$ cat src/rtl/isa_pkg.sv
package isa_pkg;

    typedef logic [8:0] instr_t;
    typedef logic [1:0] rd_field_t;  // Only r0 to r3 reachable
    typedef logic [2:0] rs_field_t;
    typedef logic [3:0] imm_t;

    typedef enum logic [3:0] {
        op_add  = 4'b0000,
        op_ld   = 4'b0001,
        op_st   = 4'b0010,
        op_sl   = 4'b0011,
        op_sr   = 4'b0100,
        op_stt  = 4'b0101,  // Set to
        op_stf  = 4'b0110,  // Set from
        op_spec = 4'b0111,
        op_swp  = 4'b1001,
        op_stl  = 4'b1010,
        op_sth  = 4'b1011,
        op_beq  = 4'b1100,
        op_blt  = 4'b1101,
        op_jmp  = 4'b1110
    } opcode_t;

    // Sub-codes under op_spec
    typedef enum logic [2:0] {
        spec_inc = 3'b000,
        spec_aon = 3'b001,
        spec_hlt = 3'b010,
        spec_seg = 3'b011,
        spec_pkr = 3'b100
    } spec_op_t;

    function automatic opcode_t opcode_of(instr_t instr);
        return opcode_t'(instr[8:5]);
    endfunction

    function automatic spec_op_t spec_of(instr_t instr);
        return spec_op_t'(instr[2:0]);
    endfunction

    function automatic rd_field_t rd_of(instr_t instr);
        return instr[4:3];
    endfunction

    function automatic rs_field_t rs_of(instr_t instr);
        return instr[2:0];
    endfunction

    function automatic imm_t imm_of(instr_t instr);
        return instr[3:0];
    endfunction

endpackage

$ cat src/rtl/cpu_pkg.sv
package cpu_pkg;

    typedef logic [7:0] data_t;
    typedef logic [2:0] reg_addr_t;
    typedef logic [7:0] pc_t;
    typedef logic [3:0] alu_func_t;  // Same values as the opcodes

    localparam int        num_regs          = 8;
    localparam reg_addr_t branch_target_reg = 3'd7;
    localparam reg_addr_t set_low_reg       = 3'd1;

    typedef struct packed {
        logic       swap_ctrl;
        logic [1:0] set_ctrl;       // {set active, r7 select}
        alu_func_t  alu_func;
        logic [2:0] alu_spec_func;
        reg_addr_t  reg_write_val;  // Destination of write port A
        logic       alu_src;        // Immediate nibble select
        logic       mem_write;
        logic       mem_read;
        logic       branch;
        logic       reg_write;
        logic       done_ctrl;
        logic       jmp_ctrl;
    } ctrl_t;

    typedef struct packed {
        data_t addr;
        data_t wdata;
        logic  write;
        logic  read;
    } mem_req_t;

endpackage

$ cat src/rtl/control_unit.sv
`timescale 1ns/1ps

module control_unit import isa_pkg::*, cpu_pkg::*; (
    input  instr_t instruction,
    output ctrl_t  ctrl
);

    opcode_t   op;
    spec_op_t  spec;
    reg_addr_t rd_dest;
    reg_addr_t set_dest;

    assign op       = opcode_of(instruction);
    assign spec     = spec_of(instruction);
    assign rd_dest  = {1'b0, rd_of(instruction)};
    assign set_dest = instruction[4] ? branch_target_reg : set_low_reg;

    always_comb begin
        ctrl = '0;  // Unused codes stay no-ops
        case (op)
            op_add, op_sl, op_sr, op_stt: begin
                ctrl.reg_write_val = rd_dest;
                ctrl.alu_func      = alu_func_t'(op);
                ctrl.reg_write     = 1'b1;
            end
            op_stf: begin
                // Destination is the rs field here
                ctrl.reg_write_val = reg_addr_t'(rs_of(instruction));
                ctrl.alu_func      = alu_func_t'(op);
                ctrl.reg_write     = 1'b1;
            end
            op_spec: begin
                case (spec)
                    spec_inc, spec_aon, spec_seg, spec_pkr: begin
                        ctrl.reg_write_val = rd_dest;
                        ctrl.alu_func      = alu_func_t'(op);
                        ctrl.alu_spec_func = spec;
                        ctrl.reg_write     = 1'b1;
                    end
                    spec_hlt: begin
                        ctrl.done_ctrl = 1'b1;
                    end
                    default: begin
                        ctrl.done_ctrl = 1'b0;
                    end
                endcase
            end
            op_ld: begin
                ctrl.reg_write_val = rd_dest;
                ctrl.mem_read      = 1'b1;
                ctrl.reg_write     = 1'b1;
            end
            op_st: begin
                ctrl.mem_write = 1'b1;
            end
            op_swp: begin
                ctrl.reg_write_val = rd_dest;  // Port B takes rs
                ctrl.reg_write     = 1'b1;
                ctrl.swap_ctrl     = 1'b1;
            end
            op_stl, op_sth: begin
                ctrl.reg_write_val = set_dest;
                ctrl.alu_func      = alu_func_t'(op);
                ctrl.alu_src       = 1'b1;
                ctrl.set_ctrl      = {1'b1, instruction[4]};
                ctrl.reg_write     = 1'b1;
            end
            op_beq, op_blt: begin
                ctrl.alu_func = alu_func_t'(op);
                ctrl.branch   = 1'b1;
            end
            op_jmp: begin
                ctrl.jmp_ctrl = 1'b1;
            end
            default: begin
                ctrl = '0;
            end
        endcase
    end

endmodule

$ cat src/rtl/execute_unit.sv
`timescale 1ns/1ps

module execute_unit import isa_pkg::*, cpu_pkg::*; (
    input  ctrl_t  ctrl,
    input  instr_t instruction,
    input  data_t  rd_value,
    input  data_t  rs_value,
    input  data_t  mem_rdata,
    output data_t  result,
    output data_t  swap_result,
    output logic   branch_taken
);

    data_t       alu_out;
    data_t       nibble_value;
    logic  [2:0] shamt;
    imm_t        imm;

    function automatic data_t count_ones(data_t value);
        data_t count;
        count = '0;
        for (int i = 0; i < $bits(data_t); i++) begin
            count = count + data_t'(value[i]);
        end
        return count;
    endfunction

    assign shamt = rs_value[2:0];
    assign imm   = imm_of(instruction);

    always_comb begin
        alu_out = '0;
        case (opcode_t'(ctrl.alu_func))
            op_add: alu_out = rd_value + rs_value;  // Wraps at 256
            op_sl:  alu_out = rd_value << shamt;
            op_sr:  alu_out = rd_value >> shamt;
            op_stt: alu_out = rs_value;
            op_stf: alu_out = rd_value;
            op_spec: begin
                case (spec_op_t'(ctrl.alu_spec_func))
                    spec_inc: alu_out = rd_value + 8'd1;
                    spec_aon: alu_out = rd_value & 8'd1;
                    spec_seg: alu_out = rd_value - 8'd8;
                    spec_pkr: alu_out = count_ones(rd_value);
                    default:  alu_out = '0;
                endcase
            end
            default: alu_out = '0;
        endcase
    end

    // rd_value holds r1 or r7 for stl and sth
    assign nibble_value = (ctrl.alu_func == alu_func_t'(op_sth)) ?
                          {imm, rd_value[3:0]} : {rd_value[7:4], imm};

    assign result = ctrl.mem_read  ? mem_rdata :
                    ctrl.swap_ctrl ? rs_value :
                    ctrl.alu_src   ? nibble_value : alu_out;

    assign swap_result = rd_value;  // Goes back to rs

    assign branch_taken = ctrl.branch &&
                          ((ctrl.alu_func == alu_func_t'(op_blt)) ? (rd_value < rs_value)
                                                                  : (rd_value == rs_value));

endmodule

$ cat src/rtl/register_file.sv
`timescale 1ns/1ps

module register_file import isa_pkg::*, cpu_pkg::*; (
    input  logic   clock,
    input  logic   rst_n,
    input  ctrl_t  ctrl,
    input  instr_t instruction,
    input  logic   halted,
    input  data_t  result,
    input  data_t  swap_result,
    output data_t  rd_value,
    output data_t  rs_value,
    output data_t  target_value
);

    data_t     regs [num_regs];
    reg_addr_t rd_addr;
    reg_addr_t rs_addr;
    reg_addr_t set_addr;

    assign rd_addr  = {1'b0, rd_of(instruction)};
    assign rs_addr  = reg_addr_t'(rs_of(instruction));
    assign set_addr = ctrl.set_ctrl[0] ? branch_target_reg : set_low_reg;

    // Nibble sets read their own target for the merge
    assign rd_value     = ctrl.set_ctrl[1] ? regs[set_addr] : regs[rd_addr];
    assign rs_value     = regs[rs_addr];
    assign target_value = regs[branch_target_reg];

    always_ff @(posedge clock) begin
        if (!rst_n) begin
            for (int i = 0; i < num_regs; i++) begin
                regs[i] <= '0;
            end
        end else if (!halted) begin
            if (ctrl.reg_write) begin
                regs[ctrl.reg_write_val] <= result;  // Port A
            end
            if (ctrl.swap_ctrl) begin
                regs[rs_addr] <= swap_result;  // Port B
            end
        end
    end

endmodule

$ cat src/rtl/program_counter.sv
`timescale 1ns/1ps

module program_counter import cpu_pkg::*; (
    input  logic  clock,
    input  logic  rst_n,
    input  ctrl_t ctrl,
    input  logic  branch_taken,
    input  data_t target_value,
    output pc_t   pc,
    output logic  halted
);

    typedef enum logic {
        st_run,
        st_halted
    } state_t;

    state_t state;
    pc_t    next_pc;

    // r7 holds both branch and jump targets
    assign next_pc = (ctrl.jmp_ctrl || branch_taken) ? pc_t'(target_value) : pc + 8'd1;

    always_ff @(posedge clock) begin
        if (!rst_n) begin
            state <= st_run;
            pc    <= '0;
        end else begin
            case (state)
                st_run: begin
                    if (ctrl.done_ctrl) begin
                        state <= st_halted;  // pc stays on the hlt
                    end else begin
                        pc <= next_pc;
                    end
                end
                st_halted: begin
                    state <= st_halted;
                end
                default: begin
                    state <= st_run;
                end
            endcase
        end
    end

    assign halted = (state == st_halted);

endmodule

$ cat src/rtl/cpu_core.sv
`timescale 1ns/1ps

module cpu_core import isa_pkg::*, cpu_pkg::*; (
    input  logic     clock,
    input  logic     rst_n,
    output pc_t      pc,
    input  instr_t   instruction,
    output mem_req_t mem_req,
    input  data_t    mem_rdata,
    output logic     done
);

    ctrl_t ctrl;
    data_t rd_value;
    data_t rs_value;
    data_t target_value;
    data_t result;
    data_t swap_result;
    logic  branch_taken;
    logic  halted;
    logic  mem_enable;

    control_unit u_control_unit (
        .instruction (instruction),
        .ctrl        (ctrl)
    );

    register_file u_register_file (
        .clock        (clock),
        .rst_n        (rst_n),
        .ctrl         (ctrl),
        .instruction  (instruction),
        .halted       (halted),
        .result       (result),
        .swap_result  (swap_result),
        .rd_value     (rd_value),
        .rs_value     (rs_value),
        .target_value (target_value)
    );

    execute_unit u_execute_unit (
        .ctrl         (ctrl),
        .instruction  (instruction),
        .rd_value     (rd_value),
        .rs_value     (rs_value),
        .mem_rdata    (mem_rdata),
        .result       (result),
        .swap_result  (swap_result),
        .branch_taken (branch_taken)
    );

    program_counter u_program_counter (
        .clock        (clock),
        .rst_n        (rst_n),
        .ctrl         (ctrl),
        .branch_taken (branch_taken),
        .target_value (target_value),
        .pc           (pc),
        .halted       (halted)
    );

    // No memory traffic in reset or after halt
    assign mem_enable = rst_n && !halted;

    assign mem_req.addr  = rs_value;
    assign mem_req.wdata = rd_value;
    assign mem_req.write = ctrl.mem_write && mem_enable;
    assign mem_req.read  = ctrl.mem_read && mem_enable;

    assign done = halted;

endmodule

$ cat config.mk
export PLATFORM = sky130hd
export DESIGN_NAME = cpu_core
export DESIGN_NICKNAME = d
export VERILOG_FILES = /design/src/rtl/isa_pkg.sv /design/src/rtl/cpu_pkg.sv /design/src/rtl/control_unit.sv /design/src/rtl/execute_unit.sv /design/src/rtl/register_file.sv /design/src/rtl/program_counter.sv /design/src/rtl/cpu_core.sv
export SDC_FILE = /design/constraint.sdc
export NUM_CORES = 1
export LEC_CHECK = 0
export BUFFER_PORTS_ARGS = -buffer_cell sky130_fd_sc_hd__buf_2
export CAP_MARGIN = 20
export CORE_UTILIZATION = 45
export CTS_CLUSTER_SIZE = 25
export DETAILED_ROUTE_END_ITERATION = 6
export GPL_TIMING_DRIVEN = 1
export PLACE_DENSITY = 0.59
export SYNTH_ARGS = -nofsm -noshare
export SYNTH_HDL_FRONTEND = slang
export SYNTH_SLANG_ARGS = --single-unit
$ cat constraint.sdc
create_clock -name clock -period 10.1 [get_ports clock]
set_input_delay 2.02 -clock clock [delete_from_list [all_inputs] [get_ports clock]]
set_output_delay 2.02 -clock clock [all_outputs]
set_load 0.05 [all_outputs]
Word level (Yosys, flattened, before mapping). Memory sizes are Yosys's and may differ from the RTL's. Cells that the tools add are included.

Register bits: 9. RAM bits: 64. Bits of input ports: 19. Output and inout bits: 27. Logic and storage cells: 109. Memories kept: 1.

Add/subtract/negate cells: 11. Magnitude comparators: 1. Equal/unequal tests: 28. Shifts and indexed selects: 2. Mux-type cells: 43. Bitwise logic cells: 2. Reductions and logical operators: 19.

Memory list: u_register_file.regs (words 8, bits a word 8, read ports 4, clocked after Yosys merged registers in 0, write ports 8, line register_file.sv:16) `data_t regs [num_regs];`.

Operators with widths (count): 8-bit 2-to-1 mux (8); 8-bit by 1-bit adder with 8-bit output (6); 8-bit case mux with 6 select lines (1); 4-bit by 3-bit == test with 1-bit output (second input constant) (8); 4-bit == test (second input constant) (8); 8-bit case mux with 4 select lines (1); 1-bit 2-to-1 mux (22); 9-bit OR reduction (2); 8-bit by 1-bit adder with 8-bit output (second input constant) (2); 8-bit OR reduction (2); 3-bit 2-to-1 mux (5); 4-bit by 2-bit == test with 1-bit output (second input constant) (3); 3-bit case mux with 4 select lines (1); 10-bit 2-to-1 mux (1); 3-bit by 2-bit == test with 1-bit output (second input constant) (3); 8-bit adder (1); 8-bit == test (1); 4-bit zero test (2); 8-bit less-than comparator (1); 4-bit case mux with 2 select lines (1); 8-bit by 3-bit << shifter with 8-bit output (1); 8-bit by 3-bit right shift with 8-bit output (1); 8-bit by 4-bit subtractor with 8-bit output (second input constant) (1); 3-bit by 1-bit == test with 1-bit output (second input constant) (2); other kinds (14) (22).

Longest topological paths before layout. Gate-level depths: netlist of the first run. An unclocked memory read counts as a cell.

Depth in word-level cells: 19. Gate-level depth with buffers: 22.

Cells and area by module. A second synthesis of the first run with hierarchy kept.

Cell total of the unflattened synthesis: 821. Area total of the unflattened synthesis: 7364.6 µm².

By module, submodules not included: register_file (times used 1, cells an instance 367, area an instance 4174.0 µm²); execute_unit (times used 1, cells an instance 337, area an instance 2326.0 µm²); program_counter (times used 1, cells an instance 61, area an instance 491.7 µm²); control_unit (times used 1, cells an instance 54, area an instance 355.3 µm²); cpu_core (times used 1, cells an instance 2, area an instance 17.5 µm²).

Worst setup path before layout of the first run. Ideal clock, no wire load.

Path kind: input-to-reg. From: input port instruction[7]. To: memory u_register_file.regs[7][1] in the netlist's numbering, data pin. Library setup time: 272 ps. Arrival: 6284 ps. Setup slack: 3544 ps. Cell stages on the path: 21. Path buffers: 3. Cells stage by stage: buf_2 -> nand3b_1 -> buf_4 -> buf_2 -> o21a_1 -> inv_1 -> ha_1 -> inv_1 -> fa_1 -> fa_1 -> inv_1 -> fa_1 -> inv_1 -> fa_1 -> nand2_1 -> o2111ai_1 -> o21ai_0 -> a21oi_1 -> a21oi_1 -> nor3_2 -> o22ai_1.

RTL lines: start: declaration (line cpu_core.sv:7) `input instr_t instruction,`; end: declaration (line register_file.sv:16).

==> metrics.md, run 1 <==
| Metric | Value |
|---|---|
| H-tree depth | `3` |
| Ant diodes | `0` |
| Setup bufs post-CTS | `0` |
| CP cell instances | `buf_2 > nand3b_1 > nand2_1 > o21a_1 > inv_1 > ha_1 > inv_1 > fa_1 > fa_1 > inv_1 > fa_1 > inv_1 > fa_1 > nand2_1 > o2111ai_1 > o21ai_0 > a21oi_1 > a21oi_1 > nor3_2 > o22ai_1` |
| Max-cap viol count | `0` |
| CTS Root Cell | `clkbuf_16` |
| Maximum clock frequency | `133 MHz` |
| Initial drt markers | `839` |
| Wire per inst | `28.5 um` |
| Worst-skew pair later-pin latency | `360 ps` |
| Family with the most delay on the worst path | `adder cells` |
| CTS buffer count | `9` |
| Final Cycle Share | `74.2%` |
| Flop and latch count out of synthesis | `73` |
| Synth Area per Inst | `8.99 um2` |
| P_leak | `2.67 nW` |
| Global route overflow | `0` |
| Cell variety after synth | `77` |
| Clock Sinks | `73` |
| DRC | `0` |
| First drt pass iteration count | `6` |
| Sequential Area | `2100 um2` |
| WHS | `524 ps` |
| Number of global-route vias before repair | `6196` |
| # IOs | `46` |
| Register area share after synthesis | `31.9%` |
| Final Max Slew Viols | `0` |
| CTS tree | `yes` |
| Class of the worst hold path | `register to register` |
| Antenna violations before repair | `0` |
| Count of input and output buffers | `45` |
| Width of the die | `123 um` |
| Unrepaired setup endpoints after global routing | `false` |
| Final wirelength | `26400 um` |
| Number of synthesized flops with an enable pin | `64` |
| Most frequent cells in the layout | `nand2_1, edfxtp_1, o22ai_1` |
| Post-CTS Hold Fix Bufs | `0` |
| Multi-input gate area | `4120 um2` |
| Setup Skew | `10.4 ps` |
| Critical path startpoint category | `primary input` |
| Final hold vios | `0` |
| Rel. slew slack | `31.9%` |
| Nets | `790` |
| CP Max Fanout | `23` |
| Core box area | `14100 um2` |
| CTS Buffer Depth | `2` |
| Post-synthesis cell count | `733` |
| Worst setup margin | `2600 ps` |
| Worst slew pin tran | `1010 ps` |
| Pre-CTS WS | `2400 ps` |
| Vias per cell | `7.15` |
| Starting density of the core | `46.7%` |
| CP Class | `primary input to register` |
| Routed Antenna Nets | `0` |
| Global-route wire length before repair | `38500 um` |
| Pwr/cell area | `157 nW/um2` |
| Syn_nets | `780` |
| Row count | `43` |
| Worst endpoint required time | `10180 ps` |
| CP max stage delay | `780 ps` |
| Tmin final | `7500 ps` |
| Met1 GRT Util | `47.1%` |
| Buf/Inv on CP | `5` |
| Grt met3 use | `10.7%` |
| Total GRT Usage | `35.8%` |
| Routability congestion estimate | `0.982` |
| CTS clock-pin slew for the worst setup and hold paths | `60 ps` |
| Asr flop ratio synth | `0%` |
| GR Layer Usage met2 | `54.0%` |
| Commonest non-fill, non-tap cell in the layout | `nand2_1` |
| Maximum VDD drop | `0.000141 V` |
| Status | `finished, final reports clean` |
| Filler instances | `1411` |
| Slowest cell on crit path | `nand3b_1` |
| Final TNS setup | `0 ps` |
| GRT Max-Usage Layer | `met2` |
| # setup viols final | `0` |
| Setup crit end kind | `register` |
| Dpl hpwl | `19600 um` |
| Share of layout cells above drive strength 1 | `15.8%` |
| Via count | `6627` |
| Post_cts resized | `0` |
| CP arrival | `7580 ps` |
| Post-synth top flop | `edfxtp_1` |
| Area grow syn2layout | `8.37%` |
| Mapped Area | `6590 um2` |
| YS warnings | `0` |
| Die Area | `15100 um2` |
| Largest net degree at the start of global routing | `48` |
| Die Y | `123 um` |
[kinds of logic after synthesis]
kind of cell / after synthesis / share of synthesized area, %
compound gates: 222 / 24.3
simple gates: 264 / 19.8
mux: 55 / 11.5
buf+inv: 83 / 5.54
fa+ha+maj: 28 / 5.89
flops: 73 / 31.9
xor+xnor: 8 / 1.06
[metal layers]
metal	share of wire [%]	up-vias
met4	4.2	0
met2	45	464
met5	0	-
met3	12	73
met1	39	3223
li1	-	2867
[sequential cells by signal (all words and copies together), names as in the netlist]
signal	count
u_register_file.regs	64
u_program_counter.halted	1
u_program_counter.pc	8
[final cells by class]
class | instances | area share, %
multi-input combinational | 577 | 57.7
sequential | 73 | 29.4
timing repair buffer | 50 | 3.68
clock buffer | 9 | 3.15
tap | 180 | 3.15
inverter | 32 | 1.68
clock inverter | 6 | 1.17
[where the power goes]
part	total [mW]	switching, mW	leakage [nW]	internal, mW
Sequential	0.365	0.0166	0.739	0.348
Combinational	0.415	0.289	1.79	0.127
Clock	0.343	0.130	0.145	0.213
Total	1.12	0.435	2.67	0.688
[worst register-to-register path, cell delays in order (launching register included)]
cell and delay [ps]:
edfxtp_1 420, mux4_2 530, nand2_1 100, o21a_1 430, inv_1 280, ha_1 370
inv_1 50, fa_1 490, fa_1 410, inv_1 80, fa_1 180, inv_1 70
fa_1 480, nand2_1 50, o2111ai_1 170, o21ai_0 140, a21oi_1 140, a21oi_1 90
nor3_2 560, o22ai_1 200
[through the flow]
stage	cell area, um2	util [%]	instances	total power, mW
floorplan	6590	-	733	0.651
global placement	6820	48.4	911	0.770
global route	7140	50.7	927	1.16
CTS	7130	50.6	926	1.11
detailed placement	6820	48.4	911	0.773
finish	7140	50.7	927	1.12
[cell usage after synthesis, types with 4 or more instances]
cell	count	area (um2)
a21o_1	7	52.6
nand3b_1	7	52.6
o211ai_1	8	60.1
or3_1	13	81.3
o22ai_2	4	50.1
buf_2	16	80.1
o21a_1	11	82.6
buf_1	6	22.5
nor4_1	4	25.0
o22ai_1	50	313
o21ai_0	28	140
a211oi_1	11	82.6
a21oi_1	25	125
and3_1	4	25.0
nor2_1	44	165
clkbuf_1	24	90.1
o2111ai_1	5	43.8
nor3_1	19	95.1
xor2_1	5	43.8
o31ai_1	13	97.6
nand4_1	11	68.8
mux4_2	14	315
a221oi_1	5	43.8
nor2b_1	11	68.8
o31ai_2	4	50.1
nand2_1	81	304
inv_1	27	101
o221ai_1	7	61.3
ha_1	23	288
inv_2	5	18.8
nand2b_1	11	68.8
o32ai_1	9	78.8
edfxtp_1	64	1920
mux2i_1	25	250
fa_1	5	100
nand3_1	41	205
mux2_2	14	158
a31oi_1	8	50.1
dfxtp_1	9	180
[path summary, 6_finish.rpt]
check,startpoint,slack (ps),endpoint,cells after the start
worst min-delay path,u_program_counter.pc[7]$_SDFFE_PN0P_,520,u_program_counter.pc[7]$_SDFFE_PN0P_,2
worst max-delay path,instruction[8],2600,u_register_file.regs[4][1]$_DFFE_PP_,20
worst min register to register,u_program_counter.pc[7]$_SDFFE_PN0P_,520,u_program_counter.pc[7]$_SDFFE_PN0P_,2
worst max register to register,u_register_file.regs[0][1]$_DFFE_PP_,4580,u_register_file.regs[4][1]$_DFFE_PP_,19
(Power assumes the default switching activity.)
==> run 2, diff against run 1 <==
- clock period: 10.1 -> 7.35 ns (I/O delays scaled with it)
==> run 2 against run 1 <==
Effect of this change: the flow now finishes with violations (DRC); count of clock-buffer cells in the layout stayed put; utilization rose by 0.53 points; worst setup slack got worse by 1400 ps; hold slack improved by 11 ps; die area did not move; sequential cell count is the same.
==> metrics.md, run 2 (synthesized netlist as in run 1, its figures left out) <==
| Metric | Value |
|---|---|
| DRC | `20` |
| Starting density of the core | `46.7%` |
| Worst endpoint required time | `7410 ps` |
| Final TNS setup | `0 ps` |
| Width of the die | `123 um` |
| Hold Path Origin | `u_program_counter.pc[7]$_SDFFE_PN0P_` |
| Setup bufs post-CTS | `0` |
| # IOs | `46` |
| Critical path startpoint category | `primary input` |
| Row count | `43` |
| Status | `finished, violations left` |
| Total GRT Usage | `36.3%` |
| Via count | `6711` |
| Setup crit end kind | `register` |
| First drt pass iteration count | `7` |
| Min-Delay Endpoint | `u_program_counter.pc[7]$_SDFFE_PN0P_` |
| Sw Pwr | `0.615 mW` |
| Core box area | `14100 um2` |
| Max-cap viol count | `0` |
| Final hold vios | `0` |
| Post-CTS Hold Fix Bufs | `0` |
| Commonest non-fill, non-tap cell in the layout | `nand2_1` |
| Worst-skew pair later-pin latency | `350 ps` |
| Maximum VDD drop | `0.000149 V` |
| # setup viols final | `0` |
| Tmin final | `6120 ps` |
| Worst r2r dst | `u_register_file.regs[6][1]$_DFFE_PP_` |
| Net Sw Frac | `39.9%` |
| Die Y | `123 um` |
| Internal Power | `0.926 mW` |
| Wire per inst | `28.5 um` |
| Final Cycle Share | `83.3%` |
| Global-route wire length before repair | `39400 um` |
| Class of the worst hold path | `register to register` |
| Initial drt markers | `866` |
| Family with the most delay on the worst path | `adder cells` |
| CP Class | `primary input to register` |
| Unrepaired setup endpoints after global routing | `false` |
| CP max stage delay | `610 ps` |
| Clock network power share | `29.7%` |
| CTS clock-pin slew for the worst setup and hold paths | `60 ps` |
| Ant diodes | `0` |
| Max reg flops | `64` |
| Antenna violations before repair | `0` |
| Die Area | `15100 um2` |
| CP cell instances | `buf_2 > mux4_2 > nand2_1 > o21a_1 > inv_1 > buf_4 > ha_1 > inv_1 > fa_1 > fa_1 > inv_1 > fa_1 > inv_1 > fa_1 > nand2_1 > o2111ai_1 > o21ai_0 > a21oi_1 > a21oi_1 > nor3_2 > o22ai_1` |
| Pwr/cell area | `214 nW/um2` |
| Reg2Reg Setup Slack | `2330 ps` |
| Number of global-route vias before repair | `6128` |
| CTS Root Cell | `clkbuf_16` |
| Vias per cell | `7.15` |
| Largest net degree at the start of global routing | `48` |
| Rel. slew slack | `32.6%` |
| CP Max Fanout | `17` |
| H-tree depth | `3` |
| CTS tree | `yes` |
| Placed Cells incl. Taps | `921` |
| Slowest cell on crit path | `nor3_2` |
| Setup Skew | `9.88 ps` |
| P_leak | `2.73 nW` |
| FF-to-FF Start | `u_register_file.regs[2][1]$_DFFE_PP_` |
| Post_cts resized | `0` |
| Maximum clock frequency | `163 MHz` |
| Combinational share of power | `37.6%` |
| Final Max Slew Viols | `0` |
| Nets | `801` |
| Area grow syn2layout | `9.51%` |
| Worst slew pin tran | `1010 ps` |
| Dpl hpwl | `20000 um` |
| Worst Hold Path Cells | `2` |
| Clock Sinks | `73` |
| Reg power frac | `32.7%` |
| CP arrival | `6190 ps` |
| Finished Layout Cells | `939` |
| Share of layout cells above drive strength 1 | `17.1%` |
| Routed Antenna Nets | `0` |
| Largest Register | `u_register_file.regs` |
| Final wirelength | `26800 um` |
| Reg2reg path depth | `20` |
| CTS buffer count | `9` |
| Most frequent cells in the layout | `nand2_1, edfxtp_1, o22ai_1` |
| CTS Buffer Depth | `2` |
| Buf/Inv on CP | `6` |
| Count of input and output buffers | `45` |
| Routability congestion estimate | `0.980` |
| Failing checks | `DRC` |
| Global route overflow | `0` |
## run 2: metrics by stage
step | util (%) | instance area (um2) | setup WS (ps) | total power, mW | hold WS (ps)
6_report | 51.2 | 7220 | 1230 | 1.54 | 535
5_1_grt | 51.2 | 7220 | 874 | 1.59 | 559
4_1_cts | 51.1 | 7200 | 1250 | 1.52 | 528
3_5_place_dp | 48.9 | 6900 | 896 | 1.07 | 517
3_3_place_gp | 48.9 | 6900 | 975 | 1.07 | 511
2_1_floorplan | - | 6590 | 1340 | 0.894 | 500
## run 2: power groups by stage
stage | Sequential (mW) | Combinational [mW] | Clock, mW
CTS | 0.502 | 0.563 | 0.455
finish | 0.503 | 0.579 | 0.458
detailed placement | 0.510 | 0.561 | 0
global route | 0.504 | 0.616 | 0.468
global placement | 0.510 | 0.558 | 0
floorplan | 0.508 | 0.386 | 0
## run 2: worst max path at each step
stage | from | end | slack (ps) | depth (start not counted)
2_1_floorplan | instruction[7] | u_register_file.regs[7][1]$_DFFE_PP_ | 1340 | 21
3_3_place_gp | instruction[3] | u_register_file.regs[7][1]$_DFFE_PP_ | 970 | 21
3_5_place_dp | instruction[3] | u_register_file.regs[6][1]$_DFFE_PP_ | 900 | 21
4_1_cts | instruction[3] | u_register_file.regs[6][1]$_DFFE_PP_ | 1250 | 21
5_1_grt | instruction[3] | u_register_file.regs[6][1]$_DFFE_PP_ | 870 | 21
6_report | instruction[3] | u_register_file.regs[6][1]$_DFFE_PP_ | 1230 | 21
## run 2: layer usage
layer | routed length (um) | track usage, % | vias up | share of wire [%]
li1 | - | - | 2897 | -
met5 | 0 | 0 | - | 0
met4 | 1440 | 18.1 | 0 | 5.4
met3 | 2660 | 6.96 | 94 | 9.9
met1 | 10800 | 48.8 | 3225 | 40
met2 | 11900 | 56.0 | 495 | 44
## run 2: tightest hold or removal path: stages (launching register included)
cell      delay, ps
dfxtp_1         320
nand2_1          80
o211ai_1         80
## run 2: layout make-up
type / instances / area (um2)
clock buffer: 9 / 225
tap: 180 / 225
multi-input combinational: 577 / 4120
sequential: 73 / 2100
fill: 1352 / 6880
timing repair buffer: 61 / 345
inverter: 32 / 120
clock inverter: 7 / 76.3
